`src/common/exu_pkg.sv`:
```
`default_nettype none

package exu_pkg;

    // ******************************
    // operation encodings.
    // ******************************

    // operand pair for the alu, as (a, b).
    typedef enum logic [1:0] {
        SRC_ZERO_IMM = 2'b00,
        SRC_PC_IMM   = 2'b01,
        SRC_RS1_RS2  = 2'b10,
        SRC_RS1_IMM  = 2'b11
    } src_sel_t;

    typedef enum logic [2:0] {
        ALU_ADD  = 3'd0,
        ALU_SUB  = 3'd1,
        ALU_XOR  = 3'd2,
        ALU_OR   = 3'd3,
        ALU_AND  = 3'd4,
        ALU_SLT  = 3'd5,
        ALU_SLTU = 3'd6,
        ALU_SLL  = 3'd7
    } alu_fn_t;

    typedef enum logic [1:0] {
        MEM_NONE  = 2'b00,
        MEM_LOAD  = 2'b01,
        MEM_STORE = 2'b10
    } mem_kind_t;

    // encoding 2'b11 is unused and gives an empty byte mask.
    typedef enum logic [1:0] {
        SIZE_BYTE = 2'b00,
        SIZE_HALF = 2'b01,
        SIZE_WORD = 2'b10
    } mem_size_t;

    typedef enum logic [1:0] {
        PC_SEQ    = 2'b00,
        PC_BRANCH = 2'b01,
        PC_JAL    = 2'b10,
        PC_JALR   = 2'b11
    } pc_sel_t;

    // one decoded operation, 12 bits.
    typedef struct packed {
        src_sel_t  src_sel;
        alu_fn_t   alu_fn;
        mem_kind_t mem_kind;
        mem_size_t mem_size;
        pc_sel_t   pc_sel;
        logic      ebreak;
    } exu_op_t;

    // ******************************
    // data memory.
    // ******************************

    // 256 words, indexed by byte address bits 9:2.
    localparam int MEM_DEPTH   = 256;
    localparam int MEM_ADDR_W  = 8;
    // cycles from request to acknowledge.
    localparam int MEM_LATENCY = 3;

endpackage

`default_nettype wire

```
`src/rtl/exu_ctrl.sv`:
```
`timescale 1ns/1ps
`default_nettype none

module exu_ctrl (
    input  wire                   clk,
    input  wire                   rst_n,
    input  wire                   op_req,
    input  wire exu_pkg::exu_op_t op,
    input  wire [31:0]            rs1_d,
    input  wire [31:0]            rs2_d,
    input  wire [31:0]            imm,
    input  wire [31:0]            pc,
    input  wire [31:0]            alu_res,
    input  wire [31:0]            next_pc,
    input  wire                   lsu_done,
    input  wire [31:0]            lsu_rdata,
    output logic                  op_ack,
    output exu_pkg::exu_op_t      lat_op,
    output logic [31:0]           lat_rs1,
    output logic [31:0]           lat_rs2,
    output logic [31:0]           lat_imm,
    output logic [31:0]           lat_pc,
    output logic                  lsu_start,
    output logic [31:0]           rd_d,
    output logic [31:0]           dnpc,
    output logic                  halt,
    output logic [31:0]           halt_code
);

    typedef enum logic [2:0] {
        IDLE,
        EXEC,
        MEM,
        ACK,
        RELEASE
    } state_t;

    state_t state;
    logic   is_mem;

    // ebreak suppresses any memory access.
    assign is_mem = (lat_op.mem_kind != exu_pkg::MEM_NONE) && !lat_op.ebreak;

    // one-cycle start while the alu result is the address.
    assign lsu_start = (state == EXEC) && is_mem;

    // ******************************
    // operand latch.
    // ******************************
    always_ff @(posedge clk) begin
        if (state == IDLE && op_req) begin
            lat_op  <= op;
            lat_rs1 <= rs1_d;
            lat_rs2 <= rs2_d;
            lat_imm <= imm;
            lat_pc  <= pc;
        end
    end

    // ******************************
    // sequencer.
    // ******************************
    always_ff @(posedge clk) begin
        if (!rst_n) begin
            state     <= IDLE;
            op_ack    <= 1'b0;
            halt      <= 1'b0;
            halt_code <= 32'd0;
        end else begin
            case (state)
                IDLE: begin
                    if (op_req) begin
                        state <= EXEC;
                    end
                end
                EXEC: begin
                    if (is_mem) begin
                        state <= MEM;
                    end else begin
                        rd_d   <= alu_res;
                        dnpc   <= next_pc;
                        op_ack <= 1'b1;
                        state  <= ACK;
                    end
                    // halt is sticky until reset.
                    if (lat_op.ebreak) begin
                        halt      <= 1'b1;
                        halt_code <= lat_rs1;
                    end
                end
                MEM: begin
                    // stores return the address.
                    if (lsu_done) begin
                        rd_d   <= (lat_op.mem_kind == exu_pkg::MEM_LOAD) ? lsu_rdata : alu_res;
                        dnpc   <= next_pc;
                        op_ack <= 1'b1;
                        state  <= ACK;
                    end
                end
                ACK: begin
                    // results hold while the source keeps op_req high.
                    if (!op_req) begin
                        state <= RELEASE;
                    end
                end
                default: begin
                    op_ack <= 1'b0;
                    state  <= IDLE;
                end
            endcase
        end
    end

endmodule

`default_nettype wire

```
`config.mk`:
```
export PLATFORM = sky130hd
export DESIGN_NAME = exu_ctrl
export DESIGN_NICKNAME = d
export VERILOG_FILES = /design/src/common/exu_pkg.sv /design/src/rtl/exu_ctrl.sv
export SDC_FILE = /design/constraint.sdc
export NUM_CORES = 1
export LEC_CHECK = 0
export BUFFER_PORTS_ARGS = -buffer_cell sky130_fd_sc_hd__clkbuf_2
export CAP_MARGIN = 10
export CORE_AREA = 4 4 184 186
export DETAILED_ROUTE_END_ITERATION = 16
export DIE_AREA = 0 0 188 190
export PLACE_DENSITY_LB_ADDON = 0.15
export SYNTH_ARGS = -nofsm -noshare
export SYNTH_HDL_FRONTEND = slang
export SYNTH_SLANG_ARGS = --single-unit
```
`constraint.sdc`:
```
create_clock -name clk -period 18 [get_ports clk]
set_input_delay 2.7 -clock clk [delete_from_list [all_inputs] [get_ports clk]]
set_output_delay 2.7 -clock clk [all_outputs]
set_load 0.05 [all_outputs]
```
; Word level (Yosys, flattened, before mapping)
; Cells that the tools add are included.
[classes]
n_bitwise = 1
n_reduce_logical = 12
muxes = 15
n_eq_ne = 8
[ops]
columns = operator, count
row1 = 32-bit two-way mux, 5
row2 = 32-bit case mux with 2 select lines, 2
row3 = 3-bit case mux with 4 select lines, 1
row4 = 3-bit two-way mux, 3
row5 = "2-bit inequality test, second input constant", 4
row6 = "3-bit by 2-bit == test with 1-bit output, second input constant", 2
row7 = 3-bit AND reduction, 2
row8 = 4-bit AND reduction, 1
row9 = 2-bit nonzero test, 2
row10 = "3-bit by 1-bit == test with 1-bit output, second input constant", 1
row11 = 1-bit logical AND, 3
row12 = 3-bit zero test, 1
row13 = 1-bit two-way mux, 3
row14 = 1-bit case mux with 3 select lines, 1
row15 = "2-bit by 1-bit == test with 1-bit output, second input constant", 1
row16 = 2-bit AND reduction, 1
row17 = 2-bit OR reduction, 1
row18 = 1-bit zero test, 1
row19 = 1-bit inverter, 1
[totals]
elab_cells = 52
out_inout_bits = 239
register_bits = 241
input_bits = 240

; Depth between registers and ports, before layout
[depth]
ltp_word = 4
ltp_mapped = 6
ltp_nobuf = 3

; Least setup slack after synthesis
; No wires, ideal clock.
[synth_timing]
kind = input-to-reg
from = input op_req
to = register lat_imm[0], enable pin
path_buffers = 0
required_time_ps = 17160
setup_time_ps = 840
t_arrival_ps = 12980
stages = 2
path_slack_ps = 4180
path_cell_list = nor2b_1 > nor3b_1
[synth_via]
elab_chain_len = 1
[synth_rtl]
columns = element, line
row1 = "start, declared", exu_ctrl.sv:7  ; input wire op_req,
row2 = 1-bit logical AND, exu_ctrl.sv:51  ; if (state == IDLE && op_req) begin
row3 = "end signal, assigned", exu_ctrl.sv:55  ; lat_imm <= imm;
row4 = "end, declared", exu_ctrl.sv:21  ; output logic [31:0] lat_imm,
; Every way passes these cells.
; A chain may end at the register's enable or synchronous reset.

; Final worst setup path
[layout_timing]
from = input op_req
to = register lat_imm[23], enable pin
; Same word-level chain as after synthesis.

==> summary.txt <==
Synthesis
  • EDFF count, synth: 204
  • Number of synthesized register bits: about 240
  • Syn nets: 651
  • Avg Cell Area, Syn: 19.6 um2
  • Post-Syn Area: just over 8000 um2
  • Synth async-reset ratio: 0%
  • Most frequent cell after synthesis: edfxtp_1
  • Synth unique cells: 28
  • Top cells by count, synth: edfxtp_1, dfxtp_1, nand2_1
  • Synth top area cells: edfxtp_1, dfxtp_1, mux2_4
  • Synth Flop Type: edfxtp_1
  • Synth area leader: edfxtp_1
  • Syn Inst Count: 411
  • Sequential fraction of the synthesis area: 85.1%
  • Syn. warnings: 0
  • Synth top area share: between 70 and 80%

Floorplan
  • Die Width: 188 um
  • Initial Util: 25.0%
  • Core Area: 32300 um2
  • # IOs: around 480
  • Die area: 35700 um2
  • Die height: approximately 190 um
  • Row count: between 60 and 70

Timing
  • Slew headroom: 33.3%
  • Max Freq: ~220 MHz
  • Worst clock skew: 18.6 ps
  • Final setup viols: 0
  • Period utilization: 25.5%
  • Final hold violation count: 0
  • Final setup TNS: 0 ps
  • RSZ-0062 raised after global routing: false
  • Fin. max-slew vios: 0
  • Final min period: 4590 ps
  • Actual slew at the worst max-slew pin: 1000 ps
  • Setup WS post-layout: 13410 ps

Clock tree
  • Clk root buf: clkbuf_16
  • # Post-CTS Setup Buffers: 0
  • CTS tree: built
  • Post-CTS Resized: 0
  • Clock sink count: 241
  • Clk slew on worst S/H paths: 50 ps
  • Clock Path Buffers: 3
  • Hold buffer count at CTS: 0
  • CTS Buf Count: 29
  • Htree depth: 1
  • Clock latency at the later pin of the worst-skew pair: 560 ps

Drt
  • Pre-antenna DRT Iters: 4
  • Antenna viol nets, final: 0
  • Routed wire per std cell: 18.1 um
  • Wirelength, routed: around 25 mm
  • DRC: 0
  • DRT iter0 DRCs: 191
  • Vias: 5406
  • Vias per cell: between 3 and 4

Power
  • Static Leakage: 0.00514 uW
  • Final Power: 1510 uW
  • Pwr dens: between 100 and 150 nW/um2
  • Worst VDD drop: 0.0757 mV

Placement
  • GPL Wtd Cong: 0.699
  • PortBufs: about 480
  • Pre-CTS setup slack: 12730 ps
  • Placed cells: between 1000 and 1500
  • Detailed placement HPWL: around 19 mm

Global routing
  • GRT Resource Usage Total: 13.0%
  • Initial antenna violation count: 2
  • First-pass GRT wire length: ~36 mm
  • Number of global-route vias before repair: ~5700
  • Total gr overflow: 0
  • Largest net degree at the start of global routing: 79

Critical path
  • CP endpoint kind: flip-flop
  • CP Max Fanout: 78
  • Critical path cell sequence: clkbuf_2 > nor2b_1 > nor3b_2 > buf_4 > buf_4
  • CP Data Arrival Time: 4760 ps
  • WP data required: 18160 ps
  • Most frequent CP cell: buf_4
  • CP Launch Type: input pin
  • Kind of cell adding the most delay to the critical path: buffers and inverters
  • Crit path buffers/inverters: 3
  • Worst path max stage delay: 890 ps
  • CP max stage cell: buf_4
  • CP Class: input pin to flip-flop

Finish
  • Share of cells above drive strength 1: 60.6%
  • Nets: around 1100
  • Antenna cell count: 0
  • Final core occ: 36.9%
  • Non-Filler Instances: around 1400
  • P&R area growth vs syn: 47.6%

Outcome
  • Status: finished clean

Job
  • MaxCap Viol Count: 0

Hold path
  • Worst hold-check path type: flip-flop to flip-flop
cell families (layout without fill, tap and decap cells):
group / count (synthesis) / after routing / share of synthesized area (%)
AO/OA/AOI/OAI: 38 / 38 / 2.50
buffers and inverters: 21 / 538 / 1.88
flip-flops: 241 / 241 / 85.1
multiplexers: 33 / 33 / 5.98
AND/OR/NAND/NOR: 78 / 78 / 4.59
per-stage QoR:
step           instance area (um2)  hold slack [ps]
6_report                     11900              456
5_1_grt                      11900              476
4_1_cts                      11900              462
3_5_place_dp                 10900              452
3_3_place_gp                 10900              444
2_1_floorplan                 8070              529
placed cells by master, fill, tap and decap left out, types with 2 or more instances in the layout:
master	netlist	final
mux2_2	2	2
o21ai_0	32	32
nand3_1	32	32
nand2_1	34	34
clkbuf_16	0	29
nor2_1	2	2
clkbuf_1	10	9
clkbuf_2	0	478
buf_4	1	5
dfxtp_1	37	37
clkinvlp_4	0	2
mux2_4	30	30
nor3_1	2	2
clkbuf_8	0	7
a211oi_1	2	2
clkinv_1	0	2
bufinv_16	0	2
nand3b_1	2	2
edfxtp_1	204	204
layout make-up:
cell class,instances,area [um2]
repair buffers,483,2430
clock inverters,9,123
multi-input cells,149,1090
fillers,3170,20400
well taps,442,553
clock buffers,45,856
flip-flops and latches,241,6870
inverters,1,3.75
worst register-to-register path, delay by kind of cell (launching register included):
kind                   cells  cell delay (ps)
and+or+nand+nor            2              360
DFF                        1              420
buffers and inverters      2             1550
metal layers:
metal,GRT usage [%],up-vias,share of wire (%)
met1,13.2,2502,34
met3,7.71,33,14
met5,0,-,0.11
li1,-,2555,-
met2,23.0,312,50
met4,3.11,4,2.2
state kept, by name, summed over array words and instances, names as in the netlist:
signal	count
halt	1
lat_imm	32
halt_code	32
lat_rs2	32
state	3
rd_d	32
lat_op	12
dnpc	32
lat_pc	32
lat_rs1	32
op_ack	1
report_power, final:
part	leakage [uW]	switching (uW)	internal (uW)
combinational	0.00246	198	55.7
sequential	0.00221	15.4	660
clock	0.000470	229	357
path summary, 6_finish.rpt:
check / start / endpoint / slack, ps / cells after the start
hold / removal: halt_code[27] / halt_code[27] / 460 / 2
setup reg to reg: state[1] / lat_imm[23] / 15240 / 4
hold reg to reg: halt_code[27] / halt_code[27] / 460 / 2
setup / recovery: op_req / lat_imm[23] / 13410 / 5
(Power assumes the default switching activity.)
