## config.mk

```make
export PLATFORM = sky130hd
export DESIGN_NAME = exu_lsu_flat
export DESIGN_NICKNAME = d
export VERILOG_FILES = /design/src/common/exu_pkg.sv /design/src/common/mem_if.sv /design/src/lsu/exu_lsu.sv /design/src/flat_wrapper.sv
export SDC_FILE = /design/constraint.sdc
export NUM_CORES = 1
export LEC_CHECK = 0
export ABC_AREA = 1
export BUFFER_PORTS_ARGS = -buffer_cell sky130_fd_sc_hd__buf_2
export CORE_ASPECT_RATIO = 1.2
export CORE_MARGIN = 10
export CORE_UTILIZATION = 49
export CTS_BUF_LIST = sky130_fd_sc_hd__clkbuf_4
export DETAILED_ROUTE_END_ITERATION = 10
export PLACE_DENSITY = 0.88
export SLEW_MARGIN = 20
export SYNTH_ARGS = -nofsm -noshare
export SYNTH_HDL_FRONTEND = slang
export SYNTH_SLANG_ARGS = --single-unit
export TNS_END_PERCENT = 50
```

## constraint.sdc

```tcl
create_clock -name clk -period 2.6 [get_ports clk]
set_input_delay 0.13 -clock clk [delete_from_list [all_inputs] [get_ports clk]]
set_output_delay 0.13 -clock clk [all_outputs]
set_load 0.005 [all_outputs]
```

## src/common/exu_pkg.sv

```systemverilog
`default_nettype none

package exu_pkg;

    // ******************************
    // operation encodings.
    // ******************************

    // operand pair for the alu, as (a, b).
    typedef enum logic [1:0] {
        SRC_ZERO_IMM = 2'b00,
        SRC_PC_IMM   = 2'b01,
        SRC_RS1_RS2  = 2'b10,
        SRC_RS1_IMM  = 2'b11
    } src_sel_t;

    typedef enum logic [2:0] {
        ALU_ADD  = 3'd0,
        ALU_SUB  = 3'd1,
        ALU_XOR  = 3'd2,
        ALU_OR   = 3'd3,
        ALU_AND  = 3'd4,
        ALU_SLT  = 3'd5,
        ALU_SLTU = 3'd6,
        ALU_SLL  = 3'd7
    } alu_fn_t;

    typedef enum logic [1:0] {
        MEM_NONE  = 2'b00,
        MEM_LOAD  = 2'b01,
        MEM_STORE = 2'b10
    } mem_kind_t;

    // encoding 2'b11 is unused and gives an empty byte mask.
    typedef enum logic [1:0] {
        SIZE_BYTE = 2'b00,
        SIZE_HALF = 2'b01,
        SIZE_WORD = 2'b10
    } mem_size_t;

    typedef enum logic [1:0] {
        PC_SEQ    = 2'b00,
        PC_BRANCH = 2'b01,
        PC_JAL    = 2'b10,
        PC_JALR   = 2'b11
    } pc_sel_t;

    // one decoded operation, 12 bits.
    typedef struct packed {
        src_sel_t  src_sel;
        alu_fn_t   alu_fn;
        mem_kind_t mem_kind;
        mem_size_t mem_size;
        pc_sel_t   pc_sel;
        logic      ebreak;
    } exu_op_t;

    // ******************************
    // data memory.
    // ******************************

    // 256 words, indexed by byte address bits 9:2.
    localparam int MEM_DEPTH   = 256;
    localparam int MEM_ADDR_W  = 8;
    // cycles from request to acknowledge.
    localparam int MEM_LATENCY = 3;

endpackage

`default_nettype wire

```

## src/common/mem_if.sv

```systemverilog
`timescale 1ns/1ps
`default_nettype none

// four-phase link from the load/store unit to the data memory.
interface mem_if;
    logic                          req;
    logic                          ack;
    logic                          we;
    // word address.
    logic [exu_pkg::MEM_ADDR_W-1:0] addr;
    logic [31:0]                   wdata;
    logic [3:0]                    wmask;
    logic [31:0]                   rdata;

    // load/store side.
    modport master (
        output req, we, addr, wdata, wmask,
        input  ack, rdata
    );

    // memory side.
    modport slave (
        input  req, we, addr, wdata, wmask,
        output ack, rdata
    );
endinterface

`default_nettype wire

```

## src/lsu/exu_lsu.sv

```systemverilog
`timescale 1ns/1ps
`default_nettype none

module exu_lsu (
    input  wire                     clk,
    input  wire                     rst_n,
    input  wire                     start,
    input  wire exu_pkg::mem_kind_t kind,
    input  wire exu_pkg::mem_size_t size,
    input  wire [31:0]              addr,
    input  wire [31:0]              store_data,
    output logic                    done,
    output logic [31:0]             load_data,
    mem_if.master                   mem
);

    logic [3:0]         base_mask;
    logic [1:0]         lane;
    exu_pkg::mem_size_t lat_size;
    logic [31:0]        shifted;

    // byte width before the lane shift.
    always_comb begin
        case (size)
            exu_pkg::SIZE_BYTE: base_mask = 4'b0001;
            exu_pkg::SIZE_HALF: base_mask = 4'b0011;
            exu_pkg::SIZE_WORD: base_mask = 4'b1111;
            default:            base_mask = 4'b0000;
        endcase
    end

    // ******************************
    // request payload, held for the access.
    // ******************************
    always_ff @(posedge clk) begin
        if (start) begin
            mem.we    <= (kind == exu_pkg::MEM_STORE);
            mem.addr  <= addr[exu_pkg::MEM_ADDR_W+1:2];
            mem.wmask <= base_mask << addr[1:0];
            // store data moves up into its lane.
            mem.wdata <= store_data << {addr[1:0], 3'b000};
            lane      <= addr[1:0];
            lat_size  <= size;
        end
    end

    // ******************************
    // four-phase master side.
    // ******************************
    always_ff @(posedge clk) begin
        if (!rst_n) begin
            mem.req <= 1'b0;
        end else if (start) begin
            mem.req <= 1'b1;
        end else if (mem.req && mem.ack) begin
            // release the request once the memory answers.
            mem.req <= 1'b0;
        end
    end

    // high only in the cycle ack rises.
    assign done = mem.req && mem.ack;

    // load data moves down from its lane, zero extended.
    assign shifted = mem.rdata >> {lane, 3'b000};

    always_comb begin
        case (lat_size)
            exu_pkg::SIZE_BYTE: load_data = {24'd0, shifted[7:0]};
            exu_pkg::SIZE_HALF: load_data = {16'd0, shifted[15:0]};
            default:            load_data = shifted;
        endcase
    end

endmodule

`default_nettype wire

```

## src/flat_wrapper.sv

```systemverilog
// flat-port wrapper written by rule: the top's interface ports become plain ports
module exu_lsu_flat 
  (clk, rst_n, start, kind, size, addr, store_data, done, load_data, mem_req, mem_we, mem_addr, mem_wdata, mem_wmask, mem_ack, mem_rdata);
  mem_if mem_i ();
  input  wire clk;
  input  wire rst_n;
  input  wire start;
  input  wire exu_pkg::mem_kind_t kind;
  input  wire exu_pkg::mem_size_t size;
  input  wire [31:0] addr;
  input  wire [31:0] store_data;
  output logic done;
  output logic [31:0] load_data;
  output wire logic [$bits(mem_i.req)-1:0] mem_req;
  output wire logic [$bits(mem_i.we)-1:0] mem_we;
  output wire logic [$bits(mem_i.addr)-1:0] mem_addr;
  output wire logic [$bits(mem_i.wdata)-1:0] mem_wdata;
  output wire logic [$bits(mem_i.wmask)-1:0] mem_wmask;
  input wire logic [$bits(mem_i.ack)-1:0] mem_ack;
  input wire logic [$bits(mem_i.rdata)-1:0] mem_rdata;
  assign mem_req = mem_i.req;
  assign mem_we = mem_i.we;
  assign mem_addr = mem_i.addr;
  assign mem_wdata = mem_i.wdata;
  assign mem_wmask = mem_i.wmask;
  assign mem_i.ack = mem_ack;
  assign mem_i.rdata = mem_rdata;
  exu_lsu u_core (.clk(clk), .rst_n(rst_n), .start(start), .kind(kind), .size(size), .addr(addr), .store_data(store_data), .done(done), .load_data(load_data), .mem(mem_i));
endmodule
```

* Word level (Yosys, flattened, before mapping) *
Cells that the tools add are included.

cells by class
  eq/ne operators = 4
  shifts and indexed selects = 3
  multiplexer cells = 4
  reduce and logical (&&, ||, !) cells = 4

operators by type and width
  operator                                                          count
  32-bit case mux with 2 select lines                               1
  32-bit by 5-bit left shift with 32-bit output                     1
  32-bit by 5-bit >> shifter with 32-bit output                     1
  4-bit case mux with 3 select lines                                1
  2-bit by 1-bit == test with 1-bit output (second input constant)  2
  2-bit == test (second input constant)                             2
  2-bit zero test                                                   2
  4-bit by 2-bit left shift with 4-bit output                       1
  1-bit two-way mux                                                 2
  2-bit nonzero test                                                1
  1-bit logical AND                                                 1

storage, ports and cells
  register bits after elaboration = 50
  input port bits = 104
  output and inout bits = 79
  word-level logic and storage cells = 22

* Logic depth before layout (Yosys ltp) *
  word-level depth = 3
  mapped depth = 7
  mapped depth without buffers = 6

* Worst setup path after synthesis *
Ideal clock, no wire load.

  path kind = reg-to-output
  from = reg u_core.lane[0]
  to = out load_data[11]
  data arrival time = 905 ps
  required time = 2,470 ps
  slack = 1,565 ps
  cell stages (with the launch flop) = 8
  path buffers = 2
  path through = edfxtp_1 buf_6 inv_8 buf_12 nand2_2 nand2_1 nand2_1 nor2_1

between the ends
  cells in the longest elaborated chain, start to end = 2

ends and longest elaborated chain
  element                                        RTL line            text
  from (decl)                                    exu_lsu.sv:18       logic [1:0] lane;
  from (signal assigned)                         exu_lsu.sv:42       lane <= addr[1:0];
  32-bit by 5-bit >> shifter with 32-bit output  exu_lsu.sv:65       assign shifted = mem.rdata >> {lane, 3'b000};
  32-bit case mux with 2 select lines            exu_lsu.sv:68       case (lat_size)
  to (decl)                                      flat_wrapper.sv:13  output logic [31:0] load_data;

Every way passes these cells.

* Final worst setup path *
Ends and elaborated chain as after synthesis.

==> metrics.txt <==
Crit Path Category flop to output port; Worst R2R Path Depth 3; Synth async-reset ratio 0; Synth Area per Inst 7.414 µm²; CP delay by family, top flip-flops; syn nets 537; PostCTS Resize Cnt 0; GRT Resource Usage Total 0.1828; height of the die 108.5 µm; Routed WL 9673 µm; worst path cell trace buf_4, nand2_1, nand2_1, nor2_1, nor2_1, buf_2; Port Buffers 160; reg-to-reg endpoint u_core.mem.req; yosys warns 0; num rows 32; post-DP HPWL 7426 µm; pre-CTS setup slack 932.0 ps; most used flip-flop cell after synthesis edfxtp_1; via/cell ratio a little under 5; post-layout util 0.6430; worst-skew pair later-pin latency approximately 370 ps; Tmin final 2066 ps; number of hold violations in the final report 0; count of non-filler cells in the finished layout 676; Post-synth EDFFs 49; pwr/cell area approximately 470 nW/µm²; CP arrival between 1500 and 2000 ps; largest area contributor in the netlist edfxtp_1; Critical Path Fanout Max 18; total CTS buffers 5; ranking of synthesized cells by area edfxtp_1, nand2_1, inv_1; # H-tree levels 2; post-synth top area share 0.4605; WP depth 6; CTS sink cnt 50; layout cells sized above 1 0.3119; final net count 695; fin worst setup slack 534.4 ps; pin count of the biggest net entering global routing 40; f_max 484.1 MHz; Die Width 93.72 µm; grt ovf 0; Slew headroom 0.5323; P_leak 2.357 nW; Max Cap Viol 0; Final Cycle Share 0.7945; Worst VDD drop 404.8 µV; Root Driver clkbuf_4; TNS Setup 0 ps; first-pass iteration count of the detailed router 4; placed insts 655; DR WL/cell 14.31 µm; CTS Buffer Depth 2; Final GP Congestion 0.9436; CP Launch Type flop; run status complete, no violations; critical path capture point type output port; final hold slack 62.68 ps; RSZ-0062 raised after global routing false; drt drc 0; Initial Util 0.4988; vias in the first global route 3253; final instance area 4119 µm²; Reg-to-Reg Start u_core.mem.req; worst hold path class input port to flop; core area approximately 6400 µm²; Placed Area 3914 µm²; Worst Setup EP load_data[11]; post-synthesis register bit count 50; vias after detailed routing 3290; die area approximately 10000 µm²; Max Transition Viols Final 0; Area growth syn-to-layout 28.90%; Commonest cells post-synth nand2_1, inv_1, nor2_1; antenna-violating nets left 0; Crit-path slowest cell edfxtp_1; Syn Inst Count 431; Ports approximately 180; post-synthesis cell area 3196 µm²; Yosys cell types 21; first-pass GRT wire length 15040 µm; R2R Setup Slk 1870 ps; slowest stage delay, CP 800 ps; most frequent cell after synthesis nand2_1; hold depth 3; Final Total Pwr 1.945 mW; Worst EP required 2470 ps; worst slew pin tran roughly 700 ps; Seq/Total Area, Yosys 0.4667; Setup violations, final 0; Critical path origin u_core.lane[0]; CP Buf/Inv Count 2; DRT iter0 DRCs between 100 and 150; TritonCTS clock tree done; initial antenna violation count 0; Worst Skew 0 ps; Worst-path clk slew 150 ps
cells by family (layout without fill, tap and decap cells):
family / count (synthesis) / count (layout) / synth area share
adder cells (fa/ha/maj): 2 / 2 / 0.007830
flip-flops: 50 / 50 / 0.4667
buffers and inverters: 96 / 255 / 0.1582
AND/OR/NAND/NOR: 281 / 281 / 0.3634
AO/OA/AOI/OAI: 2 / 2 / 0.003915
other: 0 / 1 / 0
cell usage in the layout (no fill, tap or decap):
cell type,instances
nand2_1,159
inv_6,1
inv_1,69
nor3_1,9
or2_1,1
o21ai_0,1
nand2_4,1
bufinv_16,1
buf_12,1
inv_4,1
buf_4,1
edfxtp_1,49
diode_2,1
nand2_2,9
nor2_1,52
inv_8,1
clkinvlp_4,2
ha_1,2
dlygate4sd3_1,12
inv_2,1
o21a_1,1
clkbuf_4,5
nand3_1,50
buf_2,160
dfxtp_1,1
routing by layer:
layer,global-route usage,vias to the layer above,share of wire
met5,0,-,0
met4,0.06739,0,0.019
met3,0.07559,19,0.11
met2,0.3343,159,0.51
met1,0.1795,1477,0.36
li1,-,1635,-
flip-flops by register name, indices dropped and copies added, names as in the netlist:
signal,cells
u_core.lane,2
u_core.lat_size,2
u_core.mem.addr,8
u_core.mem.req,1
u_core.mem.wdata,32
u_core.mem.we,1
u_core.mem.wmask,4
power breakdown:
part           internal (mW)  total [mW]  switching (mW)
clock network          0.202       0.457           0.255
registers              0.964       0.995          0.0307
logic                  0.211       0.493           0.282
total                   1.38        1.94           0.568
cell type report:
cell class | instances | area, µm²
multi-input cells | 285 | 1199
repair buffers | 174 | 948.4
inverters | 73 | 289.0
diodes | 1 | 2.502
well taps | 85 | 106.4
flip-flops and latches | 50 | 1491
clock inverters | 3 | 45.04
clock buffers | 5 | 37.54
fillers | 577 | 2287
worst register-to-register path, cell delays in order (launching register included):
cell and delay [ps]:
dfxtp_1 390, inv_1 50, nor2_1 110, o21a_1 130
how the worst min path moves through the flow:
stage | from | endpoint
floorplan | addr[0] | u_core.lane[0]
global placement | addr[3] | u_core.mem.addr[1]
detailed placement | addr[3] | u_core.mem.addr[1]
CTS | kind[0] | u_core.mem.we
global route | kind[1] | u_core.mem.we
finish | kind[1] | u_core.mem.we
repair_timing:
item,in CTS,in global routing
buffers inserted,0,0
hold endpoints to repair,11,1
setup endpoints to repair,0,0
hold buffers,11,1
Note: power is estimated with default switching activity, not from simulation.
