<file path="src/common/exu_pkg.sv">
`default_nettype none

package exu_pkg;

    // ******************************
    // operation encodings.
    // ******************************

    // operand pair for the alu, as (a, b).
    typedef enum logic [1:0] {
        SRC_ZERO_IMM = 2'b00,
        SRC_PC_IMM   = 2'b01,
        SRC_RS1_RS2  = 2'b10,
        SRC_RS1_IMM  = 2'b11
    } src_sel_t;

    typedef enum logic [2:0] {
        ALU_ADD  = 3'd0,
        ALU_SUB  = 3'd1,
        ALU_XOR  = 3'd2,
        ALU_OR   = 3'd3,
        ALU_AND  = 3'd4,
        ALU_SLT  = 3'd5,
        ALU_SLTU = 3'd6,
        ALU_SLL  = 3'd7
    } alu_fn_t;

    typedef enum logic [1:0] {
        MEM_NONE  = 2'b00,
        MEM_LOAD  = 2'b01,
        MEM_STORE = 2'b10
    } mem_kind_t;

    // encoding 2'b11 is unused and gives an empty byte mask.
    typedef enum logic [1:0] {
        SIZE_BYTE = 2'b00,
        SIZE_HALF = 2'b01,
        SIZE_WORD = 2'b10
    } mem_size_t;

    typedef enum logic [1:0] {
        PC_SEQ    = 2'b00,
        PC_BRANCH = 2'b01,
        PC_JAL    = 2'b10,
        PC_JALR   = 2'b11
    } pc_sel_t;

    // one decoded operation, 12 bits.
    typedef struct packed {
        src_sel_t  src_sel;
        alu_fn_t   alu_fn;
        mem_kind_t mem_kind;
        mem_size_t mem_size;
        pc_sel_t   pc_sel;
        logic      ebreak;
    } exu_op_t;

    // ******************************
    // data memory.
    // ******************************

    // 256 words, indexed by byte address bits 9:2.
    localparam int MEM_DEPTH   = 256;
    localparam int MEM_ADDR_W  = 8;
    // cycles from request to acknowledge.
    localparam int MEM_LATENCY = 3;

endpackage

`default_nettype wire

</file>
<file path="src/rtl/exu_next_pc.sv">
`timescale 1ns/1ps
`default_nettype none

module exu_next_pc (
    input  wire exu_pkg::exu_op_t op,
    input  wire [31:0]           rs1_d,
    input  wire [31:0]           imm,
    input  wire [31:0]           pc,
    input  wire [31:0]           alu_res,
    output logic [31:0]          next_pc
);

    logic [31:0] ina;
    logic [31:0] inb;
    logic [31:0] sum;
    logic        taken;

    // branch is taken on any nonzero compare result.
    assign taken = |alu_res;

    always_comb begin
        case (op.pc_sel)
            exu_pkg::PC_SEQ: begin
                ina = pc;
                inb = 32'd4;
            end
            exu_pkg::PC_BRANCH: begin
                ina = pc;
                inb = taken ? imm : 32'd4;
            end
            exu_pkg::PC_JAL: begin
                ina = pc;
                inb = imm;
            end
            default: begin
                ina = rs1_d;
                inb = imm;
            end
        endcase
    end

    assign sum = ina + inb;

    // jalr target has bit 0 cleared.
    assign next_pc = (op.pc_sel == exu_pkg::PC_JALR) ? {sum[31:1], 1'b0} : sum;

endmodule

`default_nettype wire

</file>
<file path="config.mk">
export PLATFORM = sky130hd
export DESIGN_NAME = exu_next_pc
export DESIGN_NICKNAME = d
export VERILOG_FILES = /design/src/common/exu_pkg.sv /design/src/rtl/exu_next_pc.sv
export SDC_FILE = /design/constraint.sdc
export NUM_CORES = 1
export LEC_CHECK = 0
export BUFFER_PORTS_ARGS = -buffer_cell sky130_fd_sc_hd__buf_2
export CAP_MARGIN = 10
export CORE_MARGIN = 10
export CORE_UTILIZATION = 23
export DETAILED_ROUTE_END_ITERATION = 12
export PLACE_DENSITY = 0.56
export SLEW_MARGIN = 0
export SYNTH_ARGS = -nofsm -noshare
export SYNTH_HDL_FRONTEND = slang
export SYNTH_SLANG_ARGS = --single-unit
</file>
<file path="constraint.sdc">
create_clock -name vclk -period 7.1
set_clock_uncertainty 0.2 [all_clocks]
set_input_delay 1.065 -clock vclk [all_inputs]
set_output_delay 1.065 -clock vclk [all_outputs]
set_load 0.01 [all_outputs]
</file>
; Word-level counts from Yosys, hierarchy flattened
; Cells that the tools add are included.
[totals]
inputBits = 140
regBits = 0
output_inout_bits = 32
word_cells = 11
[op_classes]
n_mux = 4
add_sub_neg = 1
n_eq_ne = 3
n_reduce_logical = 3
[ops]
columns = cell, count
row1 = $mux 32, 2
row2 = $pmux 32 s2, 1
row3 = $add 32x32->32, 1
row4 = $reduce_or 32->1, 1
row5 = $eq 2x2->1 const B, 2
row6 = $reduce_or 3->1, 1
row7 = $eq 2x1->1 const B, 1
row8 = $logic_not 2->1, 1
row9 = $mux 1, 1

; Depth between registers and ports, before layout
; Gate-level depths: netlist (run 1).
[logic_depth]
ltp_word = 5
mapped_depth = 16
mapped_depth_nobuf = 15

; Worst setup path before layout (run 1)
; No wires, ideal clock.
[synth_path]
path_kind = in2out
startpoint = in alu_res[24]
endpoint = out next_pc[31]
stages = 14
setup_slack_ns = 2.027
arrival_time_ns = 3.808
required_ns = 5.835
path_buffers = 1
path_cell_list = nor4_1 nand4_1 o21ai_0 nand2b_1 clkbuf_1 and2_1 ha_1 a21oi_2 a32o_1 a31oi_4 a21oi_2 o41ai_4 a41oi_2 xnor2_1
[synth_via]
elab_chain_cells = 4
[synth_rtl]
columns = item, line
row1 = start: declaration, exu_next_pc.sv:9  ; input wire [31:0] alu_res,
row2 = $reduce_or 32->1, exu_next_pc.sv:19  ; assign taken = |alu_res;
row3 = $mux 32, exu_next_pc.sv:29  ; inb = taken ? imm : 32'd4;
row4 = $pmux 32 s2, exu_next_pc.sv:22  ; case (op.pc_sel)
row5 = $add 32x32->32, exu_next_pc.sv:42  ; assign sum = ina + inb;
row6 = end: declaration, exu_next_pc.sv:10  ; output logic [31:0] next_pc
; Every way passes these cells.

; Worst setup path in the final report (run 1)
[layout_path]
startpoint = in alu_res[17]
endpoint = out next_pc[25]
; The elaborated chain is that of the path after synthesis.

==> metrics.md, run 1 <==
| Metric | Value |
|---|---|
| Worst Setup SP | alu_res[17] |
| Power per cell area | 114.1 nW/um^2 |
| Count of max-cap constraint violations | 0 |
| Critical Path, Cell by Cell | buf_2, nor4_1, nand4_1, o21ai_0, nand2b_1, buf_4, and2_1, ha_1, a21o_1, nand3_1, a31oi_1, o31ai_1, a21oi_1, a41o_1, xor2_1, buf_2 |
| Hold_ws | 2.417 ns |
| Crit. path cell count | 16 |
| Syn Nets | 493 |
| Register area share after synthesis | 0% |
| Count of flip-flops and latches | 0 |
| Yosys warning count | 0 |
| Die area | 14,800 um^2 |
| Critical Path Sink | next_pc[25] |
| Setup-failing EPs final | 0 |
| CP top delay family | compound AO/OA/AOI/OAI gates |
| Worst slew pin tran | 0.9031 ns |
| Vias in the first global route | 3,141 |
| 1st-iter DRT viols | 116 |
| Buffers & Inverters on Critical Path | 3 |
| Netlist cell types | 46 |
| I/O Pins | 172 |
| Post_cts resized | 0 |
| RSZ-0062 raised after global routing | false |
| Final HPWL DP | 8.164 mm |
| Tmin final | 6.140 ns |
| Commonest non-fill, non-tap cell in the layout | buf_2 |
| Total gr overflow | 0 |
| Synthesis-to-layout area growth | 40.65% |
| Via count of the routed design | 2,945 |
| Kind of critical path | input port to primary output |
| ANT nets after route | 0 |
| Die height | 121.6 um |
| Vias per inst | 4.804 |
| Initial antenna violation count | 0 |
| Worst Hold Depth | 5 |
| Critical path fanouts, max | 18 |
| Highest Clock Rate | 162.9 MHz |
| Layout cells sized above 1 | 42.77% |
| Core area | 10,180 um^2 |
| Arr. time, crit path | 4.87 ns |
| Final number of hold-violating endpoints | 0 |
| Final TNS setup | 0 ns |
| Fillers | 1,145 |
| Row Count | 37 |
| Final GP Congestion | 0.8242 |
| WL per Instance | 14.83 um |
| Post-Layout Cell Count | 613 |
| Sequential cell area | 0 um^2 |
| Peak VDD IR | 0.04101 mV |
| Initial Utilization | 23.33% |
| Largest net degree at the start of global routing | 22 |
| # hold bufs at CTS | 0 |
| Final core utilization | 32.81% |
| Fin crit share | 86.47% |
| HP Class | input port to primary output |
| Post-CTS setup repair buffer count | 0 |
| Rel. slew slack | 39.65% |
| Leak | 1.635 nW |
| Critical path's slowest cell | o31ai_1 |
| Synthesized area | 2376 um^2 |
| Status | finished, final reports clean |
| # nets final | 651 |
| Most frequent cells in the layout | buf_2, and2_1, ha_1 |
| Gate Count Post-Synth | 321 |
| Post-placement cell count | 613 |
| N_diodes | 0 |
| Most common cell on crit path | buf_2 |
| Final Slew Violations | 0 |
| All-Layer GR Usage | 11.30% |
| Clock buffers | 0 |
| Die Wd | 121.6 um |
| HP Start | imm[31] |
| DRC violations left | 0 |
| Drt pass-1 iters | 4 |
| CP max stage delay | 0.50 ns |
| Syn Area/Cell | 7.402 um^2 |
| I/O Buffers | 162 |
| Crit end category | primary output |
| Power Total | 0.0003813 W |
| CP startpoint kind | input port |
| Critical path required time | 5.83 ns |
| Final Routed Wirelength | 9.091 mm |
| First-pass GRT wire length | 14.49 mm |
[routing by layer]
metal | up-vias | wire, um | global-route usage [%] | share of wire [%]
met5 | - | 0 | 0 | 0
met4 | 0 | 38 | 0.4471 | 0.42
met3 | 4 | 915 | 3.839 | 10
met2 | 129 | 4300 | 20.13 | 47
met1 | 1299 | 3837 | 13.46 | 42
li1 | 1513 | - | - | -
[power by group]
group	leakage [nW]	internal (W)	switching [W]
registers	0	0	0
logic	1.63	0.000175	0.000207
clock network	0	0	0
[how the worst min path moves through the flow]
stage | to | slack (ns)
floorplan | next_pc[31] | 2.20
global placement | next_pc[31] | 2.43
detailed placement | next_pc[31] | 2.43
CTS | next_pc[31] | 2.43
global route | next_pc[31] | 2.46
finish | next_pc[31] | 2.42
[synthesized netlist by cell type, types with 7 or more instances]
master	number	area share, %
a21o_1	7	2.2
nor2_1	13	2.1
nor4_1	10	2.6
nand2_1	28	4.4
a21oi_1	26	5.5
inv_1	7	1.1
ha_1	31	16
o21ai_0	17	3.6
and2_1	33	8.7
xor2_1	11	4.1
nor2b_1	8	2.1
mux2_2	30	14
xnor2_1	20	7.4
[logic make-up (layout without fill, tap and decap cells)]
kind of cell / count (synthesis) / after routing / share of synthesized area [%]
xor+xnor: 31 / 31 / 11.43
buf+inv: 16 / 172 / 2.686
mux: 32 / 32 / 15.06
compound gates: 94 / 94 / 27.96
simple gates: 116 / 116 / 25.70
fa+ha+maj: 32 / 32 / 17.17
[worst min-delay path, cell delays in order]
cell and delay [ns]:
buf_2 0.09, nand2_1 0.06, xor2_1 0.07, xnor2_1 0.13, buf_2 0.14
[final cells by class]
| cell class | instances | area [um^2] | share of cell area (%) |
|---|---|---|---|
| tap | 136 | 170.2 | 5.092 |
| inverter | 7 | 26.28 | 0.7862 |
| timing repair buffer | 165 | 833.3 | 24.93 |
| multi-input combinational | 305 | 2312 | 69.19 |
[through the flow]
stage | setup WS (ns) | instance area, um^2
2_1_floorplan | 2.027 | 2376
3_5_place_dp | 0.9067 | 3342
4_1_cts | 0.8891 | 3342
3_3_place_gp | 0.8734 | 3342
5_1_grt | 0.6075 | 3342
6_report | 0.9605 | 3342
Note: power is estimated with default switching activity, not from simulation.
==> inputs of run 2 (changes only) <==
--- a/config.mk
+++ b/config.mk
@@ -7,7 +7,6 @@
 export LEC_CHECK = 0
 export BUFFER_PORTS_ARGS = -buffer_cell sky130_fd_sc_hd__buf_2
 export CAP_MARGIN = 10
-export CORE_MARGIN = 10
 export CORE_UTILIZATION = 23
 export DETAILED_ROUTE_END_ITERATION = 12
 export PLACE_DENSITY = 0.56
==> run 2 against run 1 <==
Against the previous run:
- hold slack got worse by 0.0016 ns
- sequential cell count stayed put
- via count fell by 2.4%
- fmax rose by 3.6%
- die area decreased by 27%
- first-iteration DRC count is 1.7% lower
- power fell by 1.9%
- sequential share of layout area unchanged
- routed wire length shrank 16%
- core utilization is 0.80 points higher
- non-clock buffer count down 1
==> metrics.md, run 2 (synthesis gave the netlist of run 1 again) <==
| Metric | Value |
|---|---|
| Status | finished, final reports clean |
| Crit end category | primary output |
| Placed cell areas | 3331 um^2 |
| Vias per inst | 4.721 |
| Critical path fanouts, max | 19 |
| Count of max-cap constraint violations | 0 |
| Core area | 9910 um^2 |
| Critical Path, Cell by Cell | buf_2, nor4_1, nand4_1, o21ai_0, nand2b_1, and2_1, ha_1, a211o_1, a21oi_1, o211ai_1, o21ai_1, nand2_1, a311oi_1, xnor2_1, buf_2 |
| 1st-iter DRT viols | 114 |
| Initial Utilization | 23.98% |
| ANT nets after route | 0 |
| Rel. slew slack | 58.17% |
| DRC violations left | 0 |
| Most frequent cells in the layout | buf_2, and2_1, ha_1 |
| Drt pass-1 iters | 4 |
| Arr. time, crit path | 4.66 ns |
| WL per Instance | 12.57 um |
| Peak VDD IR | 0.05195 mV |
| # hold bufs at CTS | 0 |
| Commonest non-fill, non-tap cell in the layout | buf_2 |
| Final Routed Wirelength | 7.655 mm |
| All-Layer GR Usage | 13.46% |
| Min-Delay Endpoint | next_pc[31] |
| Power per cell area | 112.3 nW/um^2 |
| Most common cell on crit path | buf_2 |
| Die Wd | 103.6 um |
| Row Count | 36 |
| Setup-failing EPs final | 0 |
| Final TNS setup | 0 ns |
| Post-route cell area | 3331 um^2 |
| N_diodes | 0 |
| Final HPWL DP | 6.614 mm |
| Clock buffers | 0 |
| Critical path's slowest cell | a311oi_1 |
| Die height | 103.6 um |
| Via count of the routed design | 2,875 |
| Kind of critical path | input port to primary output |
| Leak | 1.630 nW |
| Fin crit share | 83.44% |
| Worst slew pin tran | 0.6274 ns |
| RSZ-0062 raised after global routing | false |
| Largest net degree at the start of global routing | 34 |
| HP Class | input port to primary output |
| I/O Pins | 172 |
| Met2 WL | 3.643 mm |
| Final core utilization | 33.61% |
| HP Start | imm[31] |
| Sequential cell area | 0 um^2 |
| Highest Clock Rate | 168.8 MHz |
| Wl on met1 | 3.521 mm |
| Final Slew Violations | 0 |
| Crit. path cell count | 15 |
| Worst Hold Depth | 5 |
| Initial antenna violation count | 0 |
| Die area | 10,740 um^2 |
| Synthesis-to-layout area growth | 40.18% |
| Post-CTS setup repair buffer count | 0 |
| Max Used Layer | met4 |
| First-pass GRT wire length | 12.59 mm |
| Final number of hold-violating endpoints | 0 |
| Vias in the first global route | 2,827 |
| Fillers | 1,135 |
| Tmin final | 5.924 ns |
| CP max stage delay | 0.43 ns |
| Critical path required time | 5.83 ns |
| Layout cells sized above 1 | 42.65% |
| # nets final | 650 |
| Total gr overflow | 0 |
| Final GP Congestion | 0.8374 |
| Multi-input logic area | 2312 um^2 |
| Count of flip-flops and latches | 0 |
| Post_cts resized | 0 |
| Met3 wire length | 462 um |
| Buffers & Inverters on Critical Path | 2 |
| CP top delay family | compound AO/OA/AOI/OAI gates |
| I/O Buffers | 162 |
| CP startpoint kind | input port |
## run 2: how the worst max path moves through the flow
| stage | startpoint | to | slack [ns] |
|---|---|---|---|
| global route | alu_res[1] | next_pc[28] | 0.69 |
| detailed placement | alu_res[17] | next_pc[28] | 1.06 |
| finish | alu_res[16] | next_pc[30] | 1.18 |
| CTS | alu_res[17] | next_pc[28] | 1.04 |
| floorplan | alu_res[24] | next_pc[31] | 2.03 |
| global placement | alu_res[17] | next_pc[28] | 1.12 |
## run 2: final cells by class
| type | count | area share, % |
|---|---|---|
| inverters | 7 | 0.7889 |
| repair buffers | 164 | 24.79 |
| multi-input cells | 305 | 69.42 |
| well taps | 133 | 4.996 |
## run 2: per-stage QoR
step | setup WS (ns) | cells | hold slack (ns) | power, W
after floorplan | 2.027 | 321 | 2.199 | 0.0002472
after global placement | 1.117 | 609 | 2.401 | 0.0003736
after detailed placement | 1.056 | 609 | 2.408 | 0.0003755
after CTS | 1.038 | 609 | 2.416 | 0.0003774
after global routing | 0.6942 | 609 | 2.445 | 0.0004135
final | 1.176 | 609 | 2.415 | 0.0003741
## run 2: layer usage
metal | up-vias | GRT usage, %
li1 | 1509 | -
met1 | 1246 | 17.17
met2 | 116 | 25.26
met3 | 4 | 1.385
met4 | 0 | 0.6211
met5 | - | 0
## run 2: where the power goes
group          leakage, nW  internal, W  switching (W)  total [W]
Combinational         1.63     0.000174       0.000200   0.000374
Clock                    0            0              0          0
Sequential               0            0              0          0
Total                 1.63     0.000174       0.000200   0.000374
