$ cat src/common/exu_pkg.sv
`default_nettype none

package exu_pkg;

    // ******************************
    // operation encodings.
    // ******************************

    // operand pair for the alu, as (a, b).
    typedef enum logic [1:0] {
        SRC_ZERO_IMM = 2'b00,
        SRC_PC_IMM   = 2'b01,
        SRC_RS1_RS2  = 2'b10,
        SRC_RS1_IMM  = 2'b11
    } src_sel_t;

    typedef enum logic [2:0] {
        ALU_ADD  = 3'd0,
        ALU_SUB  = 3'd1,
        ALU_XOR  = 3'd2,
        ALU_OR   = 3'd3,
        ALU_AND  = 3'd4,
        ALU_SLT  = 3'd5,
        ALU_SLTU = 3'd6,
        ALU_SLL  = 3'd7
    } alu_fn_t;

    typedef enum logic [1:0] {
        MEM_NONE  = 2'b00,
        MEM_LOAD  = 2'b01,
        MEM_STORE = 2'b10
    } mem_kind_t;

    // encoding 2'b11 is unused and gives an empty byte mask.
    typedef enum logic [1:0] {
        SIZE_BYTE = 2'b00,
        SIZE_HALF = 2'b01,
        SIZE_WORD = 2'b10
    } mem_size_t;

    typedef enum logic [1:0] {
        PC_SEQ    = 2'b00,
        PC_BRANCH = 2'b01,
        PC_JAL    = 2'b10,
        PC_JALR   = 2'b11
    } pc_sel_t;

    // one decoded operation, 12 bits.
    typedef struct packed {
        src_sel_t  src_sel;
        alu_fn_t   alu_fn;
        mem_kind_t mem_kind;
        mem_size_t mem_size;
        pc_sel_t   pc_sel;
        logic      ebreak;
    } exu_op_t;

    // ******************************
    // data memory.
    // ******************************

    // 256 words, indexed by byte address bits 9:2.
    localparam int MEM_DEPTH   = 256;
    localparam int MEM_ADDR_W  = 8;
    // cycles from request to acknowledge.
    localparam int MEM_LATENCY = 3;

endpackage

`default_nettype wire

$ cat src/rtl/exu_alu.sv
`timescale 1ns/1ps
`default_nettype none

module exu_alu (
    input  wire exu_pkg::exu_op_t op,
    input  wire [31:0]           rs1_d,
    input  wire [31:0]           rs2_d,
    input  wire [31:0]           imm,
    input  wire [31:0]           pc,
    output logic [31:0]          res
);

    logic [31:0] var1;
    logic [31:0] var2;

    // operand select.
    always_comb begin
        case (op.src_sel)
            exu_pkg::SRC_ZERO_IMM: begin
                var1 = 32'd0;
                var2 = imm;
            end
            exu_pkg::SRC_PC_IMM: begin
                var1 = pc;
                var2 = imm;
            end
            exu_pkg::SRC_RS1_RS2: begin
                var1 = rs1_d;
                var2 = rs2_d;
            end
            default: begin
                var1 = rs1_d;
                var2 = imm;
            end
        endcase
    end

    // function select, compares give 0 or 1.
    always_comb begin
        case (op.alu_fn)
            exu_pkg::ALU_ADD:  res = var1 + var2;
            exu_pkg::ALU_SUB:  res = var1 - var2;
            exu_pkg::ALU_XOR:  res = var1 ^ var2;
            exu_pkg::ALU_OR:   res = var1 | var2;
            exu_pkg::ALU_AND:  res = var1 & var2;
            exu_pkg::ALU_SLT:  res = {31'd0, $signed(var1) < $signed(var2)};
            exu_pkg::ALU_SLTU: res = {31'd0, var1 < var2};
            // shift amount is the low five bits.
            default:           res = var1 << var2[4:0];
        endcase
    end

endmodule

`default_nettype wire

$ cat config.mk
export PLATFORM = sky130hd
export DESIGN_NAME = exu_alu
export DESIGN_NICKNAME = d
export VERILOG_FILES = /design/src/common/exu_pkg.sv /design/src/rtl/exu_alu.sv
export SDC_FILE = /design/constraint.sdc
export NUM_CORES = 1
export LEC_CHECK = 0
export BUFFER_PORTS_ARGS = -buffer_cell sky130_fd_sc_hd__buf_2
export CORE_MARGIN = 2
export CORE_UTILIZATION = 55
export DETAILED_ROUTE_END_ITERATION = 10
export GPL_ROUTABILITY_DRIVEN = 0
export PLACE_DENSITY = 0.82
export REMOVE_ABC_BUFFERS = 1
export SYNTH_ARGS = -nofsm -noshare
export SYNTH_HDL_FRONTEND = slang
export SYNTH_SLANG_ARGS = --single-unit
$ cat constraint.sdc
create_clock -name vclk -period 5.16
set_input_delay 0.516 -clock vclk [all_inputs]
set_output_delay 0.516 -clock vclk [all_outputs]
set_load 0.01 [all_outputs]
* Yosys cells after proc, flatten, opt, wreduce, memory -nomap -nowiden
Cells that the tools add are included.
** Word-level totals
- Bits in registers :: 0
- Input port bits :: 140
** Operators by class
- Add/sub/neg operators :: 2
- Order comparisons :: 2
- Eq/ne operators :: 8
- Shift operators :: 1
- Mux-type cells :: 3
- Bitwise gates (word level) :: 3
- Reductions and logical operators :: 2
** Operator list (count)
- $pmux 32 s7 :: 1
- $lt 32x32->1 :: 2
- $pmux 32 s2 :: 1
- $add 32x32->32 :: 1
- $and 32x32->32 :: 1
- $mux 32 :: 1
- $or 32x32->32 :: 1
- $shl 32x5->32 :: 1
- $sub 32x32->32 :: 1
- $xor 32x32->32 :: 1
- $eq 3x3->1 const B :: 3
- $eq 3x2->1 const B :: 2
- $eq 3x1->1 const B :: 1
- $logic_not 3->1 :: 1
- $eq 2x1->1 const B :: 1
- $eq 2x2->1 const B :: 1
- $logic_not 2->1 :: 1

* Depth between registers and ports, before layout
Gate-level depths: netlist of the first run.
- Depth in word-level cells :: 4
- Mapped depth :: 18

* Worst setup path after synthesis of the first run
No wires, ideal clock.
- Kind :: input to output
- Start point :: input op[10] (netlist name)
- End point :: output res[25]
- Arrival :: 4342 ps
- Required time :: 4644 ps
- Slack :: 302 ps
- Stages on the path :: 17
- Buffers on the path :: 4
- Cells stage by stage :: nand2b_1 buf_2 clkbuf_1 buf_1 mux2_2 ha_1 clkbuf_1 nor4_1 and2_1 nand3_2 a311oi_2 o31ai_2 o31a_1 nor4b_4 nor4_2 xnor2_1 o221ai_1
** Between the ends
- Word-level cells in the longest chain between the ends :: 4
- Elaborated cells between the ends (all ways) :: 12
- Those cells by class :: add/sub (2); eq/ne (2); shift (1); mux (3); bitwise (3); reduce/logical (1)
** Ends and longest elaborated chain
- from (decl) :: RTL line exu_alu.sv:5 : input wire exu_pkg::exu_op_t op,
- $eq 2x1->1 (tied with other cells) :: RTL line exu_alu.sv:18 : case (op.src_sel)
- $pmux 32 s2 / $mux 32 (equally long branches) :: RTL line exu_alu.sv:18
- $sub 32x32->32 (tied with other cells) :: RTL line exu_alu.sv:42 : exu_pkg::ALU_SUB: res = var1 - var2;
- $pmux 32 s7 (*) :: RTL line exu_alu.sv:40 : case (op.alu_fn)
- to (decl) :: RTL line exu_alu.sv:10 : output logic [31:0] res
Every way passes the cells marked *; elsewhere a longest branch is shown, timed or not.

* Worst setup path after layout of the first run
Ends and elaborated chain as after synthesis.

==> results of run 1 <==
[tightest hold or removal path, stage by stage]
cell,delay (ps)
buf_2,200
o211ai_1,110
nand2_1,80
buf_2,140
[cell type report]
cell class | count | share of cell area
Multi-Input combinational cell | 891 | 0.788
Timing Repair Buffer | 216 | 0.145
Tap cell | 172 | 0.0256
Inverter | 93 | 0.0415
[synth_stat cells (all sizes together), types with 9 or more instances]
cell type and count:
o21a 10, o211ai 15, a31oi 11, buf 24, nor4 10, mux2i 64, o21bai 18, nand2 76
nor3 22, a22o 18, inv 90, nand3 16, a21oi 95, a21o 18, nor2 70, a22oi 42
o22ai 26, a211oi 15, o221ai 14, ha 105, o21ai 69, nand2b 11, o22a 9, clkbuf 52
xnor2 22, mux2 38
[worst max-delay path by stage]
stage | end | slack, ps | start
finish | res[25] | 150 | op[10]
global route | res[24] | 30 | op[10]
CTS | res[30] | 220 | op[10]
detailed placement | res[30] | 220 | op[10]
global placement | res[30] | 240 | op[10]
floorplan | res[29] | -790 | op[10]
[routing by layer]
metal / GRT usage / part of all wire / wire [um]
met3: 0.0536 / 0.13 / 3260
met5: 0 / 0 / 0
met4: 0.124 / 0.039 / 1010
met2: 0.561 / 0.44 / 11400
met1: 0.469 / 0.40 / 10400
[power by group through the flow]
stage / registers [W] / logic (W) / clock network [W]
3_3_place_gp: 0 / 0.00115 / 0
6_report: 0 / 0.00121 / 0
5_1_grt: 0 / 0.00130 / 0
2_1_floorplan: 0 / 0.000788 / 0
3_5_place_dp: 0 / 0.00117 / 0
4_1_cts: 0 / 0.00117 / 0
[kinds of logic (layout without fill, tap and decap cells)]
kind of cell / Yosys count / in the layout / share of synthesized area
xor+xnor: 26 / 26 / 0.0314
simple gates: 253 / 253 / 0.169
fa+ha+maj: 107 / 107 / 0.186
buf+inv: 169 / 309 / 0.0901
compound gates: 402 / 402 / 0.372
mux: 103 / 103 / 0.150
[cells in the final DEF (no fill, tap or decap), types with 4 or more instances in the layout]
cell type	count
a21oi_1	95
o31ai_1	6
a22oi_1	42
nor3_1	22
xnor2_1	22
ha_1	105
nand2_1	76
buf_2	165
a211oi_1	14
o22a_1	9
o21bai_1	18
o21ai_0	67
nand3_1	15
mux2i_1	63
and2_1	8
nand2b_1	10
o22ai_1	26
nor4_1	9
a31oi_1	11
nor2_1	69
a22o_1	18
and3_1	7
a21o_1	18
nand4_1	5
inv_1	89
or2_2	5
o211ai_1	15
o221ai_1	14
or4_1	4
a211o_1	6
xor2_1	4
mux2_2	38
o21a_1	10
buf_4	50
[per-stage QoR]
stage / worst slack, ps / hold WS, ps
floorplan: -786 / 1180
global placement: 243 / 1550
detailed placement: 223 / 1550
CTS: 220 / 1550
global route: 28.0 / 1590
finish: 147 / 1570
[timing repair]
item	4_1_cts	5_1_grt
gates resized for setup	0	1
setup endpoints to repair	0	3
hold endpoints to repair	0	0
==> results by group, run 1 <==
Pwr
  • P_leak: about 4.2 nW
  • Design Power: 0.00121 W
  • Power density cells: 144 nW/um2
  • Worst vdd ir: between 60 and 70 uV
  • Switching Power: 0.000721 W
  • Sequential power share: 0
  • Switching Fraction: 0.596
  • Clk pwr share: 0
  • Internal Power: slightly below 0.0005 W
  • Comb pwr share: 1.000

Synth
  • Post-synthesis sequential area ratio: 0
  • Top cells by area, synth: ha_1, mux2i_1, a21oi_1, mux2_2, o21ai_0
  • Ys Warns: 0
  • Top cell type's share of synthesized area: 0.181
  • Cell area after synthesis: 7260 um2
  • Syn avg cell area: slightly below 7 um2
  • Distinct cells, synth: 75
  • Synthesized instance count: 1060
  • Cell taking the most area after synthesis: ha_1

STA
  • Final-report hold violation count: 0
  • Final setup violation count: 0
  • Post-route clock period utilization: 0.972
  • Slew Viols, Final: 0
  • Max_slew headroom: 0.296
  • FMAX: between 150 and 200 MHz
  • Final setup TNS: 0 ps
  • Tmin final: 5010 ps
  • RSZ-0062 raised after global routing: false
  • Tightest Pin Transition: ~1100 ps

Setup path
  • CP dominant cell by count: buf_2
  • Worst setup SP type: input pin
  • WS Path Type: in -> out
  • Crit-path slowest cell: mux2_2
  • WP data required: between 4000 and 5000 ps
  • CP endpoint kind: output pin
  • Worst Path Buf+Inv: 3
  • Crit path max-delay family: simple AND/OR/NAND/NOR gates
  • Critical path arrival: roughly 4500 ps
  • Critical-path cell list: buf_2 > nand2b_2 > mux2_2 > ha_1 > nor4_1 > and2_1 > nand3_2 > a311oi_2 > buf_4 > o31ai_2 > o31a_1 > nor4b_4 > nor4_2 > xnor2_1 > o221ai_1 > buf_2
  • Largest stage delay on the critical path: between 400 and 500 ps
  • CP Depth: 16
  • CP max FO: 15

Global routing
  • GRT Overall Usage: 0.348
  • Antenna violations before repair: 0
  • Vias in the first global route: roughly 8.3k
  • GRT overflow: 0
  • First-pass GRT wire length: 41.3 mm
  • Largest net degree at the start of global routing: between 40 and 50

Layout
  • Finished Layout Cells: about 1.4k
  • Final #Nets: between 1k and 1.5k
  • Final core occ: 0.658
  • Final Cell Area: approximately 8400 um2
  • Area Growth Syn to Fin: 15.8%
  • Register Area: 0 um2
  • Layout cells sized above 1: 0.233
  • Fillers: around 1.1k
  • Footprint of the multi-input gates: ~6600 um2
  • FFs & Latches: 0
  • Clkbuf count: 0
  • Ant diodes: 0

Floorplan
  • Initial Util: 0.568
  • Row cnt: just over 40
  • Die Area: about 14000 um2
  • Die H: roughly 120 um
  • IO Count: 172
  • Die Wd: between 100 and 150 um
  • Core area: between 10000 and 15000 um2

Outcome
  • Outcome: finished, final reports clean

Routing
  • ANT nets after route: 0
  • WL/cell: 19.0 um
  • # DRC: 0
  • Initial DRC count: between 1k and 1.5k
  • Drt via density: between 6 and 7
  • Total Wirelength: around 26 mm
  • Via count: 8986
  • 1st-pass router iterations: 8

Flow run
  • Max cap viols: 0

Worst hold path
  • Hold Path Class: in -> out
  • Hold path startpoint: op[9]
  • Hold path cells: 4
  • Hold endpoint: res[0]

Place
  • Placement Cell Area: around 8400 um2
  • Detailed Place HPWL: just over 20 mm
  • Placed Cells: 1372
  • I/O Buffers: around 170

Clock network
  • Hold_buf cts: 0
  • Total setup buffers inserted after CTS: 0
Note: power is estimated with default switching activity, not from simulation.
==> inputs of run 2 (changes only) <==
Clock period 5.16 ns to 5.75 ns, I/O delays scaled along.
==> run 2 against run 1 <==
Via count fell by 1.2%. Critical path type unchanged. Worst setup slack improved by 85 ps. Largest power group unchanged. Clock-buffer cell count did not move. Sequential share of layout area did not move. Critical endpoint unchanged. Worst hold slack improved by 120 ps.
==> results by group, run 2 (synthesis results as in run 1) <==
Floorplan
  • IO Count: 172
  • Die H: roughly 120 um
  • Initial Util: 0.568
  • Core area: 12800 um2
  • Die Wd: 119 um
  • Die Area: roughly 14000 um2
  • Row cnt: 41

STA
  • Post-route clock period utilization: 0.960
  • Final setup violation count: 0
  • Final-report hold violation count: 0
  • RSZ-0062 raised after global routing: false
  • Slew Viols, Final: 0
  • FMAX: 181 MHz
  • Tmin final: approximately 5500 ps
  • Max_slew headroom: 0.302
  • Tightest Pin Transition: about 1000 ps
  • Worst hold margin: 1690 ps

Place
  • I/O Buffers: 165
  • Placed Cells: 1347
  • Detailed Place HPWL: ~20 mm

Layout
  • Layout cells sized above 1: 0.216
  • Footprint of the multi-input gates: between 6000 and 7000 um2
  • Commonest non-fill, non-tap cells in the layout: buf_2, ha_1, a21oi_1, inv_1, nand2_1
  • Finished Layout Cells: roughly 1.3k
  • Ant diodes: 0
  • Final #Nets: 1424
  • Fillers: approximately 1.2k
  • Clkbuf count: 0
  • Area Growth Syn to Fin: 13.0%
  • Register Area: 0 um2
  • FFs & Latches: 0
  • Most common cell after layout, fill and taps aside: buf_2

Setup path
  • Critical path arrival: 4940 ps
  • CP dominant cell by count: buf_2
  • Worst Path Buf+Inv: 2
  • Worst setup SP type: input pin
  • Crit-path slowest cell: a311oi_2
  • CP endpoint kind: output pin
  • Largest stage delay on the critical path: 490 ps
  • CP max FO: 14
  • WS Path Type: in -> out
  • WP data required: slightly above 5000 ps
  • Crit path max-delay family: simple AND/OR/NAND/NOR gates
  • Critical-path cell list: buf_2 > nand2b_2 > mux2_2 > ha_1 > nor4_1 > and2_1 > nand3_2 > a311oi_2 > o31ai_2 > o31a_1 > nor4b_4 > nor4_2 > xnor2_1 > o221ai_1 > buf_2

Global routing
  • Largest net degree at the start of global routing: 43
  • Antenna violations before repair: 0
  • GRT Overall Usage: 0.336
  • GRT overflow: 0
  • Vias in the first global route: ~8k
  • First-pass GRT wire length: between 30 and 40 mm

Pwr
  • P_leak: slightly above 4 nW
  • Power density cells: approximately 130 nW/um2
  • Worst vdd ir: approximately 60 uV

Routing
  • Via count: roughly 9k
  • # DRC: 0
  • Drt via density: ~6.6
  • WL/cell: ~19 um
  • Total Wirelength: 25.3 mm
  • ANT nets after route: 0
  • 1st-pass router iterations: 6
  • Initial DRC count: 1191

Worst hold path
  • Hold Path Class: in -> out

Clock network
  • Post-CTS sizing: 0
  • Total setup buffers inserted after CTS: 0
  • Hold_buf cts: 0

Flow run
  • Max cap viols: 0

Outcome
  • Outcome: finished, final reports clean
run 2: cell count changes in the layout (fill, tap and decap cells not counted), sizes merged:
cell / delta
buf: -25
run 2: through the flow:
| step | total power (W) | TNS, ps | util | area [um2] | worst slack [ps] |
|---|---|---|---|---|---|
| 3_3_place_gp | 0.00100 | 0 | 0.642 | 8210 | 475 |
| 4_1_cts | 0.00102 | 0 | 0.642 | 8210 | 360 |
| 5_1_grt | 0.00114 | 0 | 0.642 | 8210 | 65.7 |
| 3_5_place_dp | 0.00102 | 0 | 0.642 | 8210 | 376 |
| 6_report | 0.00105 | 0 | 0.642 | 8210 | 232 |
| 2_1_floorplan | 0.000707 | -2230 | - | 6960 | -314 |
run 2: path summary, 6_finish.rpt:
check | startpoint | endpoint | slack (ps) | depth (start not counted)
hold / removal | op[9] | res[0] | 1690 | 4
setup / recovery | op[10] | res[25] | 230 | 15
run 2: report_power, final:
part	internal (W)	switching (W)	total (W)
Clock	0	0	0
Combinational	0.000418	0.000635	0.00105
Sequential	0	0	0
Total	0.000418	0.000635	0.00105
run 2: cell type report:
class,count,area share
tap,172,0.0262
inverter,93,0.0425
multi-input combinational,891,0.807
timing repair buffer,191,0.124
run 2: tightest hold or removal path, delay by kind of cell:
family	cells	cell delay [ps]
buffers and inverters	2	330
AO/OA/AOI/OAI	1	120
AND/OR/NAND/NOR	1	80
run 2: routing by layer:
| metal | vias to the layer above | share of wire | global-route usage |
|---|---|---|---|
| met5 | - | 0 | 0 |
| li1 | 4142 | - | - |
| met3 | 76 | 0.12 | 0.0493 |
| met1 | 4047 | 0.41 | 0.457 |
| met4 | 0 | 0.035 | 0.0975 |
| met2 | 609 | 0.44 | 0.547 |
